File: src/verilog/noc_macros.svh
/* NoC router input port constants
   VC count, flit width, VC buffer depth and downstream credit depth */
`ifndef NOC_MACROS_SVH
`define NOC_MACROS_SVH

// Number of virtual channels
`define NOC_NUM_VC   2
// Bits of a VC number, one bit covers 2 VCs
`define NOC_VC_W     1
// Flit payload width
`define NOC_DATA_W   32
// Slots per VC buffer
`define NOC_VC_DEPTH 4
// Downstream slots per VC, reset value of each credit counter
`define NOC_CREDITS  4

`endif

File: src/verilog/noc_pkg.sv
/* NoC router input port package
   Flit type, arbiter state and flit struct shared by the design */
`include "noc_macros.svh"

package noc_pkg;

  // VC number carried beside each flit
  typedef logic [`NOC_VC_W-1:0] vc_id_t;

  // Flit position inside a packet
  typedef enum logic [1:0] {
    FLIT_HEAD      = 2'd0,
    FLIT_BODY      = 2'd1,
    FLIT_TAIL      = 2'd2,
    FLIT_HEAD_TAIL = 2'd3
  } flit_type_e;

  // Wormhole lock of the output arbiter
  typedef enum logic {
    ARB_IDLE   = 1'b0,
    ARB_LOCKED = 1'b1
  } arb_state_e;

  // Flit as stored in the VC buffers
  typedef struct packed {
    flit_type_e              ftype;
    logic [`NOC_DATA_W-1:0]  data;
  } flit_t;

endpackage

File: src/verilog/flit_if.sv
/* Flit link interface
   One valid/ready channel carrying a VC number and a flit */
`timescale 1ns/10ps

interface flit_if;
  import noc_pkg::*;

  // Transfer on a rising edge with valid and ready both high
  logic    valid;
  logic    ready;
  // Held stable by the sender while stalled
  vc_id_t  vc;
  flit_t   flit;

  // Sending side
  modport tx (
    output valid,
    output vc,
    output flit,
    input  ready
  );

  // Receiving side
  modport rx (
    input  valid,
    input  vc,
    input  flit,
    output ready
  );

endinterface

File: src/verilog/vc_fifo.sv
/* VC flit buffer
   Circular buffer of flits for one virtual channel, with full and empty flags */
`timescale 1ns/10ps
`include "noc_macros.svh"

module vc_fifo (
  input  logic            clk,
  input  logic            arst_n_i,
  flit_if.rx              wr_i,
  output logic            rd_valid_o,
  output noc_pkg::flit_t  rd_flit_o,
  input  logic            pop_i,
  output logic            full_o,
  output logic            empty_o
);
  import noc_pkg::*;

  localparam int DEPTH = `NOC_VC_DEPTH;
  localparam int PTR_W = (DEPTH > 1) ? $clog2(DEPTH) : 1;
  localparam int CNT_W = $clog2(DEPTH + 1);

  // Flit storage
  flit_t             mem [DEPTH];
  logic [PTR_W-1:0]  wr_ptr;
  logic [PTR_W-1:0]  rd_ptr;
  logic [CNT_W-1:0]  count;
  logic              push;
  logic              pop;

  // Accept while a slot is free
  assign wr_i.ready = ~full_o;
  assign push       = wr_i.valid & wr_i.ready;
  // Pop ignored when nothing is stored
  assign pop        = pop_i & ~empty_o;

  assign full_o     = (count == CNT_W'(DEPTH));
  assign empty_o    = (count == '0);
  // Head slot goes straight to the arbiter
  assign rd_valid_o = ~empty_o;
  assign rd_flit_o  = mem[rd_ptr];

  always_ff @(posedge clk) begin
    if (push) begin
      mem[wr_ptr] <= wr_i.flit;
    end
  end

  // Pointers wrap at DEPTH
  // Occupancy follows both pointers
  always_ff @(posedge clk or negedge arst_n_i) begin
    if (!arst_n_i) begin
      wr_ptr <= '0;
      rd_ptr <= '0;
      count  <= '0;
    end else begin
      if (push) begin
        wr_ptr <= (wr_ptr == PTR_W'(DEPTH - 1)) ? '0 : wr_ptr + 1'b1;
      end
      if (pop) begin
        rd_ptr <= (rd_ptr == PTR_W'(DEPTH - 1)) ? '0 : rd_ptr + 1'b1;
      end
      case ({push, pop})
        2'b10:   count <= count + 1'b1;
        2'b01:   count <= count - 1'b1;
        default: count <= count;
      endcase
    end
  end

  // Arbiter only pops a VC whose head is valid
  a_no_pop_empty: assert property (@(posedge clk) disable iff (!arst_n_i)
    pop_i |-> !empty_o);

  a_count_in_range: assert property (@(posedge clk) disable iff (!arst_n_i)
    count <= CNT_W'(DEPTH));

endmodule

File: src/verilog/vc_credit_counter.sv
/* VC credit counter
   Free slot count of one VC in the downstream router */
`timescale 1ns/10ps
`include "noc_macros.svh"

module vc_credit_counter (
  input  logic  clk,
  input  logic  arst_n_i,
  input  logic  consume_i,
  input  logic  credit_i,
  output logic  has_credit_o
);

  localparam int CREDITS = `NOC_CREDITS;
  localparam int CNT_W   = $clog2(CREDITS + 1);

  logic [CNT_W-1:0] count;

  // Starts full, one slot per downstream buffer entry
  always_ff @(posedge clk or negedge arst_n_i) begin
    if (!arst_n_i) begin
      count <= CNT_W'(CREDITS);
    end else begin
      // Send and return in one cycle leave the count alone
      case ({consume_i, credit_i})
        2'b10:   count <= count - 1'b1;
        2'b01:   count <= count + 1'b1;
        default: count <= count;
      endcase
    end
  end

  assign has_credit_o = (count != '0);

  // Downstream never returns more than it received
  a_count_max: assert property (@(posedge clk) disable iff (!arst_n_i)
    count <= CNT_W'(CREDITS));

  // Arbiter must skip a VC at zero credit
  a_no_send_at_zero: assert property (@(posedge clk) disable iff (!arst_n_i)
    consume_i |-> count != '0);

endmodule

File: src/verilog/vc_output_arbiter.sv
/* VC output arbiter
   Lowest-index priority over the VC buffers with a wormhole lock FSM */
`timescale 1ns/10ps
`include "noc_macros.svh"

module vc_output_arbiter (
  input  logic                               clk,
  input  logic                               arst_n_i,
  input  logic           [`NOC_NUM_VC-1:0]   vc_valid_i,
  input  noc_pkg::flit_t [`NOC_NUM_VC-1:0]   vc_flit_i,
  input  logic           [`NOC_NUM_VC-1:0]   has_credit_i,
  output logic           [`NOC_NUM_VC-1:0]   pop_o,
  flit_if.tx                                 out_o
);
  import noc_pkg::*;

  localparam int NUM_VC = `NOC_NUM_VC;

  arb_state_e         state;
  vc_id_t             lock_vc;
  vc_id_t             sel_vc;
  logic               sel_ok;
  logic               xfer;
  logic [NUM_VC-1:0]  eligible;

  // Candidate needs a head flit and a downstream slot
  assign eligible = vc_valid_i & has_credit_i;

  always_comb begin
    sel_vc = lock_vc;
    sel_ok = 1'b0;
    if (state == ARB_IDLE) begin
      // Downward scan, so the lowest index wins
      for (int i = NUM_VC - 1; i >= 0; i--) begin
        if (eligible[i]) begin
          sel_vc = vc_id_t'(i);
          sel_ok = 1'b1;
        end
      end
    end else begin
      // Locked VC only, stalls while out of credit
      sel_ok = eligible[lock_vc];
    end
  end

  assign out_o.valid = sel_ok;
  assign out_o.vc    = sel_vc;
  assign out_o.flit  = vc_flit_i[sel_vc];
  assign xfer        = sel_ok & out_o.ready;

  // One pop strobe per completed transfer
  always_comb begin
    pop_o = '0;
    if (xfer) begin
      pop_o[sel_vc] = 1'b1;
    end
  end

  // Lock FSM
  // A stalled offer also locks, so a lower VC cannot take the link mid-handshake
  always_ff @(posedge clk or negedge arst_n_i) begin
    if (!arst_n_i) begin
      state   <= ARB_IDLE;
      lock_vc <= '0;
    end else if (xfer) begin
      lock_vc <= sel_vc;
      case (out_o.flit.ftype)
        FLIT_HEAD:      state <= ARB_LOCKED;
        FLIT_TAIL:      state <= ARB_IDLE;
        FLIT_HEAD_TAIL: state <= ARB_IDLE;
        default:        state <= state;
      endcase
    end else if (sel_ok) begin
      state   <= ARB_LOCKED;
      lock_vc <= sel_vc;
    end
  end

  // Offered flit holds until the sink takes it
  a_out_stable: assert property (@(posedge clk) disable iff (!arst_n_i)
    out_o.valid && !out_o.ready |=>
      out_o.valid && $stable(out_o.vc) && $stable(out_o.flit));

endmodule

File: src/verilog/input_datapath.sv
/* Router input datapath
   Demux into per-VC buffers, credit tracking and the output arbiter */
`timescale 1ns/10ps
`include "noc_macros.svh"

module input_datapath (
  input  logic                     clk,
  input  logic                     arst_n_i,
  flit_if.rx                       fin,
  flit_if.tx                       fout,
  input  logic [`NOC_NUM_VC-1:0]   credit_i,
  output logic [`NOC_NUM_VC-1:0]   full_o,
  output logic [`NOC_NUM_VC-1:0]   empty_o
);
  import noc_pkg::*;

  localparam int NUM_VC = `NOC_NUM_VC;

  // Per-VC write ready, head, credit and pop
  logic  [NUM_VC-1:0]  fifo_ready;
  logic  [NUM_VC-1:0]  head_valid;
  flit_t [NUM_VC-1:0]  head_flit;
  logic  [NUM_VC-1:0]  has_credit;
  logic  [NUM_VC-1:0]  pop;

  for (genvar g = 0; g < NUM_VC; g++) begin : gen_vc
    // Write link into this VC's buffer
    flit_if u_wr ();

    // Demux, valid only toward the addressed VC
    assign u_wr.valid     = fin.valid & (fin.vc == vc_id_t'(g));
    assign u_wr.vc        = fin.vc;
    assign u_wr.flit      = fin.flit;
    assign fifo_ready[g]  = u_wr.ready;

    vc_fifo u_fifo (
      .clk        (clk),
      .arst_n_i   (arst_n_i),
      .wr_i       (u_wr.rx),
      .rd_valid_o (head_valid[g]),
      .rd_flit_o  (head_flit[g]),
      .pop_i      (pop[g]),
      .full_o     (full_o[g]),
      .empty_o    (empty_o[g])
    );

    vc_credit_counter u_credit (
      .clk          (clk),
      .arst_n_i     (arst_n_i),
      .consume_i    (pop[g]),
      .credit_i     (credit_i[g]),
      .has_credit_o (has_credit[g])
    );
  end

  // Input stalls only when the addressed VC is full
  assign fin.ready = fifo_ready[fin.vc];

  vc_output_arbiter u_arbiter (
    .clk          (clk),
    .arst_n_i     (arst_n_i),
    .vc_valid_i   (head_valid),
    .vc_flit_i    (head_flit),
    .has_credit_i (has_credit),
    .pop_o        (pop),
    .out_o        (fout)
  );

endmodule

File: src/verilog/router_input_port.sv
/* Router input port top level
   Plain link ports mapped onto the internal flit links of the datapath */
`timescale 1ns/10ps
`include "noc_macros.svh"

module router_input_port (
  input  logic                     clk,
  input  logic                     arst_n_i,
  // Upstream link
  input  logic                     in_valid_i,
  output logic                     in_ready_o,
  input  noc_pkg::vc_id_t          in_vc_i,
  input  noc_pkg::flit_type_e      in_type_i,
  input  logic [`NOC_DATA_W-1:0]   in_data_i,
  // Downstream link
  output logic                     out_valid_o,
  input  logic                     out_ready_i,
  output noc_pkg::vc_id_t          out_vc_o,
  output noc_pkg::flit_type_e      out_type_o,
  output logic [`NOC_DATA_W-1:0]   out_data_o,
  // Credit returns, one pulse per freed downstream slot
  input  logic [`NOC_NUM_VC-1:0]   credit_i,
  // Buffer status per VC
  output logic [`NOC_NUM_VC-1:0]   full_o,
  output logic [`NOC_NUM_VC-1:0]   empty_o
);

  flit_if u_fin ();
  flit_if u_fout ();

  // Pack inputs into the flit struct
  assign u_fin.valid      = in_valid_i;
  assign u_fin.vc         = in_vc_i;
  assign u_fin.flit.ftype = in_type_i;
  assign u_fin.flit.data  = in_data_i;
  assign in_ready_o       = u_fin.ready;

  // Unpack the outbound flit
  assign out_valid_o      = u_fout.valid;
  assign out_vc_o         = u_fout.vc;
  assign out_type_o       = u_fout.flit.ftype;
  assign out_data_o       = u_fout.flit.data;
  assign u_fout.ready     = out_ready_i;

  input_datapath u_datapath (
    .clk      (clk),
    .arst_n_i (arst_n_i),
    .fin      (u_fin.rx),
    .fout     (u_fout.tx),
    .credit_i (credit_i),
    .full_o   (full_o),
    .empty_o  (empty_o)
  );

endmodule

File: config.mk
export PLATFORM = sky130hd
export DESIGN_NAME = router_input_port
export DESIGN_NICKNAME = d
export VERILOG_FILES = /design/src/verilog/noc_pkg.sv /design/src/verilog/flit_if.sv /design/src/verilog/vc_fifo.sv /design/src/verilog/vc_credit_counter.sv /design/src/verilog/vc_output_arbiter.sv /design/src/verilog/input_datapath.sv /design/src/verilog/router_input_port.sv
export VERILOG_INCLUDE_DIRS = /design/src /design/src/verilog
export SDC_FILE = /design/constraint.sdc
export NUM_CORES = 1
export LEC_CHECK = 0
export BUFFER_PORTS_ARGS = -buffer_cell sky130_fd_sc_hd__buf_2
export CORE_AREA = 10 10 189 191
export CTS_BUF_LIST = sky130_fd_sc_hd__clkbuf_8
export DETAILED_ROUTE_END_ITERATION = 12
export DIE_AREA = 0 0 199 201
export GPL_TIMING_DRIVEN = 0
export HOLD_SLACK_MARGIN = 0.15
export PLACE_DENSITY = 0.62
export SLEW_MARGIN = 10
export SYNTH_ARGS = -nofsm -noshare
export SYNTH_HDL_FRONTEND = slang
export SYNTH_SLANG_ARGS = --single-unit
File: constraint.sdc
create_clock -name clk -period 4.27 [get_ports clk]
set_input_delay 0.854 -clock clk [delete_from_list [all_inputs] [get_ports clk]]
set_output_delay 0.854 -clock clk [all_outputs]
set_load 0.05 [all_outputs]
; ---- Word level (Yosys, flattened, before mapping)
; Memory sizes are Yosys's and may differ from the RTL's.
; Cells that the tools add are included.
; Widths: inputs -> output; s select.
[op_classes]
magnitude_cmp = 4
n_eq_ne = 17
n_bitwise = 13
n_reduce_logical = 13
n_mux = 32
add_sub_neg = 12
[ops]
columns = cell, n
row1 = $mux 34, 2
row2 = $pmux 3 s2, 4
row3 = $eq 2x2->1 const B, 10
row4 = $mux 1, 19
row5 = $add 3x1->3 const B, 4
row6 = $sub 3x1->3 const B, 4
row7 = $mux 2, 5
row8 = $reduce_bool 2->1, 5
row9 = $add 2x1->2 const B, 4
row10 = $eq 2x1->1 const B, 4
row11 = $and 1x1->1, 7
row12 = $eq 3x3->1 const B, 2
row13 = $logic_not 3->1, 2
row14 = $lt 1x2->1 const B, 3
row15 = $reduce_bool 3->1, 2
row16 = $not 1->1, 5
row17 = $ne 3x2->1 const B, 1
row18 = $and 2x2->2, 1
row19 = $logic_not 2->1, 1
row20 = $pmux 1 s2, 1
row21 = $reduce_and 2->1, 1
row22 = $reduce_or 2->1, 1
row23 = $demux 1 s1, 1
row24 = $ge 1x1->1 const B, 1
row25 = $logic_and 1x1->1, 1
[totals]
output_inout_bits = 41
regBits = 22
memories = 2
ram_bits = 272
[memory_table]
columns = memory, depth, width, read_ports, rd_clocked_by_memory_dff, wr, line_no
row1 = u_datapath.gen_vc[0].u_fifo.mem, 4, 34, 1, 0, 1, vc_fifo.sv:23  ; flit_t mem [DEPTH];
row2 = u_datapath.gen_vc[1].u_fifo.mem, 4, 34, 1, 0, 1, vc_fifo.sv:23

; ---- Logic depth before layout (Yosys ltp)
[logic_depth]
word_depth = 14
ltp_mapped = 11
mapped_depth_nobuf = 10

; ---- Cells and area by module
; Synthesis repeated with hierarchy kept, for this count alone.
[hier_totals]
cells_unflattened = 601
hier_area_um2 = 11828.8
[modules_own_cells]
columns = mod, area_per_inst_um2, n_inst, cells_each, seq_area_each_um2
row1 = vc_fifo, 5421.4, 2, 220, 4259.1
row2 = vc_output_arbiter, 626.9, 1, 132, 50.0
row3 = vc_credit_counter, 163.9, 2, 13, 76.3
row4 = input_datapath, 31.3, 1, 3, 0.0

; ---- Least setup slack after synthesis
; OpenSTA, ideal clock, no wires.
[synth_path]
kind = register to output
start = reg u_datapath.gen_vc[1].u_fifo.rd_ptr[0]
end = out out_type_o[1]
stages_incl_launch_ff = 6
setup_slack_ns = 1.445
arrival_time_ns = 1.971
path_buffers = 1
path_cell_list = dfrtp_1 buf_4 mux4_2 inv_1 a31oi_1 a2bb2oi_1
[synth_between]
elab_chain_cells = 3
[synth_lines]
columns = item, line_no
row1 = "start, declared", vc_fifo.sv:25  ; logic [PTR_W-1:0] rd_ptr;
row2 = "start signal, assigned", vc_fifo.sv:60  ; rd_ptr <= (rd_ptr == PTR_W'(DEPTH - 1)) ? '0 : rd_ptr + 1'b1;
row3 = $mem_v2 4x34, n/a
row4 = $mux 34 (not written as such) (2 in a row), vc_output_arbiter.sv:48  ; assign out_o.flit = vc_flit_i[sel_vc];
row5 = "end, declared", router_input_port.sv:19  ; output noc_pkg::flit_type_e out_type_o,
; Every way passes these cells. The select of a mux whose other input is x is not followed.

; ---- Worst setup path after layout
[layout_path]
start = reg u_datapath.gen_vc[0].u_fifo.rd_ptr[1]
end = out out_data_o[17]
[layout_between]
elab_chain_cells = 3
[layout_lines]
columns = item, line_no
row1 = "start, declared", vc_fifo.sv:25
row2 = "start signal, assigned", vc_fifo.sv:60
row3 = $mem_v2 4x34, n/a
row4 = $mux 34 (not written as such) (2 in a row), vc_output_arbiter.sv:48
row5 = "end, declared", router_input_port.sv:20  ; output logic [`NOC_DATA_W-1:0] out_data_o,
; Every way passes these cells. The select of a mux whose other input is x is not followed.

==> flow_summary_export.csv <==
group,metric,value,unit
power,p_int,6.26,mW
setup_path,cp_data_required_time,3420,ps
timing,fin_crit,3850,ps
power,pwr-share-comb,0.430,
logic_synthesis,synth_flop_cell,"edfxtp_1",
logic_synthesis,yosysMostFrequentCell,"edfxtp_1",
logic_synthesis,yosys-top-cells-count,"272 x edfxtp_1, 66 x mux4_2, 31 x mux2_2",
detailed_routing,finalWirelength,25400,µm
timing,holdWs,291,ps
final_layout,syn2layout_area_growth,16.6,%
final_layout,regArea,0.00872,mm²
detailed_routing,ant_nets,0,
timing,fin_crit_sh,0.902,
power,seqPwrFrac,0.359,
detailed_routing,routedWlPerCell,22.7,µm
floorplanning,die_w,199,µm
cts,cts_buffer_depth,3,
cts,cts_tree,"done",
timing,rsz0062_at_grt,"false",
logic_synthesis,async_flop_share,0.0748,
logic_synthesis,synth.avg_cell_area,21.8,µm²
setup_path,crit_path_max_fanout,10,
logic_synthesis,synth_top_area_share,0.698,
global_routing,grt_pass1_wl,38500,µm
global_routing,grt_pass1_vias,6299,
timing,setup_viol,0,
logic_synthesis,ys_ff_latch,294,
power,clock_power_share,0.211,
timing,timing.fmax,260,MHz
floorplanning,io_pins,82,
power,peakVddDrop,0.348,mV
timing,worst_slew_pin_slew,881,ps
placement,pre_cts_ws,928,ps
final_layout,multi_input_area,0.00278,mm²
timing,worst_slack,421,ps
detailed_routing,via_per_inst,5.00,
cts,numClockSinks,294,
setup_path,max_stage_delay,670,ps
final_layout,drive_above_1_share,0.389,
cts,cts_setup_buffers,0,
cts,path_clk_slew,60,ps
cts,post_cts_resized,0,
placement,dp_hpwl,16000,µm
detailed_routing,drcViolationCount,0,
timing,final.setup_skew,21.1,ps
floorplanning,num_rows,66,
timing,drv_slew,0,
global_routing,grt_usage,0.129,
power,power_density,757,mW/mm²
cts,cts_hold_buffers,0,
setup_path,worstPathCellList,"clkbuf_1 -> clkbuf_1 -> mux4_2 -> mux2_1 -> buf_2",
floorplanning,initial_core_util,0.365,
global_routing,grt-ovfl-total,0,
timing,setup_tns,0,ps
logic_synthesis,yosys.area.top_type,"edfxtp_1",
setup_path,path_common_cell,"clkbuf_1",
setup_path,reg2reg_depth,5,
power,p_switching,4.06,mW
logic_synthesis,synth_area_leaders,"edfxtp_1 70%, mux4_2 13%, dfrtp_1 4.3%",
power,p_sw_frac,0.393,
run_status,outcome,"finished, final reports clean",
logic_synthesis,syn_area,0.0117,mm²
setup_path,r2r_slack,1510,ps
setup_path,crit-reg2reg-capture,"u_datapath.gen_vc[0].u_fifo.mem[1][25]",
floorplanning,die_y,201,µm
cts,clk_latency,560,ps
floorplanning,core_area,0.0320,mm²
placement,gp_congestion,0.745,
logic_synthesis,synth.net_count,595,
logic_synthesis,syn_inst,536,
hold_path,hold_class,"input port to asynchronous set/reset pin",
floorplanning,dieArea,0.0400,mm²
global_routing,antenna_found_initial,5,
final_layout,nets,732,
cts,cts-root-buf,"clkbuf_8",
logic_synthesis,synth_enable_flop_cells,272,
logic_synthesis,synth-seq-area-share,0.746,
setup_path,critPathKind,"flip-flop to output port",
placement,port_buffers,81,
setup_path,critPathSlowestCell,"clkbuf_1",
cts,numCtsBuffers,46,
setup_path,end_kind,"output port",
logic_synthesis,yosys_warnings,0,
timing,hold_viol,0,
setup_path,cp.arrival,3000,ps
global_routing,grt_start_max_net_pins,24,
final_layout,n_fill_cell,2783,
detailed_routing,first_pass_iters,5,
logic_synthesis,synth_cell_types,39,
timing,slew_headroom,0.411,
detailed_routing,vias,5595,
detailed_routing,first_iter_violations,340,
power,leakagePower,4.70,nW
cts,ctsHtreeMaxLevel,2,
run,maxCapViolCount,0,
setup_path,cp-start-kind,"flip-flop",
setup_path,r2r_start,"u_datapath.gen_vc[0].u_fifo.count[0]",
==> worst max-delay path, delay by kind of cell, from the launching register on <==
kind	cells	cell delay, ps
buffers and inverters	3	1340
muxes	2	760
DFF	1	350
==> per-layer routing <==
layer	global-route usage	routed length [µm]	vias to the layer above
li1	-	-	2460
met1	0.156	10100	2909
met2	0.219	13000	168
met3	0.0332	1770	52
met4	0.0414	511	6
met5	0	43	-
==> final cells by class <==
class / instances / share of cell area
plain buffers: 25 / 0.0102
well taps: 408 / 0.0374
repair buffers: 89 / 0.0415
clock buffers: 46 / 0.0464
multi-input cells: 199 / 0.204
inverters: 18 / 0.00495
clock inverters: 38 / 0.0159
diodes: 2 / 0.000367
flip-flops and latches: 294 / 0.640
==> registers in the layout, indices dropped and copies added (netlist names) <==
signal / cells
u_datapath.u_arbiter.state: 1
u_datapath.gen_vc.u_fifo.wr_ptr: 4
u_datapath.u_arbiter.lock_vc: 1
u_datapath.gen_vc.u_fifo.mem: 272
u_datapath.gen_vc.u_credit.count: 6
u_datapath.gen_vc.u_fifo.rd_ptr: 4
u_datapath.gen_vc.u_fifo.count: 6
==> through the flow <==
stage / cell area [µm²] / cells / power (mW) / utilization
floorplan: 11700 / 536 / 7.10 / -
global placement: 12600 / 1025 / 8.13 / 0.394
detailed placement: 12800 / 1033 / 8.30 / 0.399
CTS: 13600 / 1117 / 10.5 / 0.425
global route: 13600 / 1117 / 10.9 / 0.425
finish: 13600 / 1119 / 10.3 / 0.426
==> power by group through the flow <==
stage | logic, mW | registers, mW | clock network (mW)
finish | 4.44 | 3.71 | 2.18
global route | 4.75 | 3.74 | 2.39
CTS | 4.55 | 3.71 | 2.26
detailed placement | 4.53 | 3.77 | 0
global placement | 4.38 | 3.75 | 0
floorplan | 3.37 | 3.73 | 0
==> worst max-delay path by stage <==
stage	cells after the start	slack (ps)	start	end
after detailed placement	5	930	u_datapath.gen_vc[0].u_fifo.rd_ptr[1]	out_data_o[16]
after global routing	5	270	u_datapath.gen_vc[0].u_fifo.rd_ptr[1]	out_data_o[16]
after global placement	3	330	in_vc_i	u_datapath.gen_vc[0].u_fifo.mem[3][14]
after floorplan	5	1440	u_datapath.gen_vc[1].u_fifo.rd_ptr[0]	out_type_o[1]
after CTS	5	370	u_datapath.gen_vc[0].u_fifo.rd_ptr[1]	out_data_o[16]
final	5	420	u_datapath.gen_vc[0].u_fifo.rd_ptr[1]	out_data_o[17]
==> placed cells by master (no fill, tap or decap), drive strengths merged, types with 2 or more instances in the layout <==
cell type | netlist | final
and3 | 2 | 2
a31oi | 2 | 2
dfstp | 2 | 2
edfxtp | 272 | 272
mux4 | 68 | 68
mux2i | 5 | 5
nor2 | 11 | 11
nor3 | 8 | 8
clkinv | 0 | 17
and2 | 8 | 8
xor2 | 8 | 8
mux2 | 38 | 38
clkbuf | 10 | 56
nand2 | 8 | 8
inv | 18 | 36
a2bb2oi | 3 | 3
dfrtp | 20 | 20
xnor2 | 4 | 4
ha | 14 | 14
diode | 0 | 2
o21ai | 7 | 7
fa | 4 | 4
bufinv | 0 | 2
buf | 15 | 104
==> cell families after synthesis <==
group           after synthesis  synth area share
flops                       294             0.746
mux                         111             0.172
buf+inv                      43            0.0177
simple gates                 42            0.0210
fa+ha+maj                    18            0.0218
compound gates               16            0.0125
xor+xnor                     12           0.00899
Power figures use the tool's default switching activity.
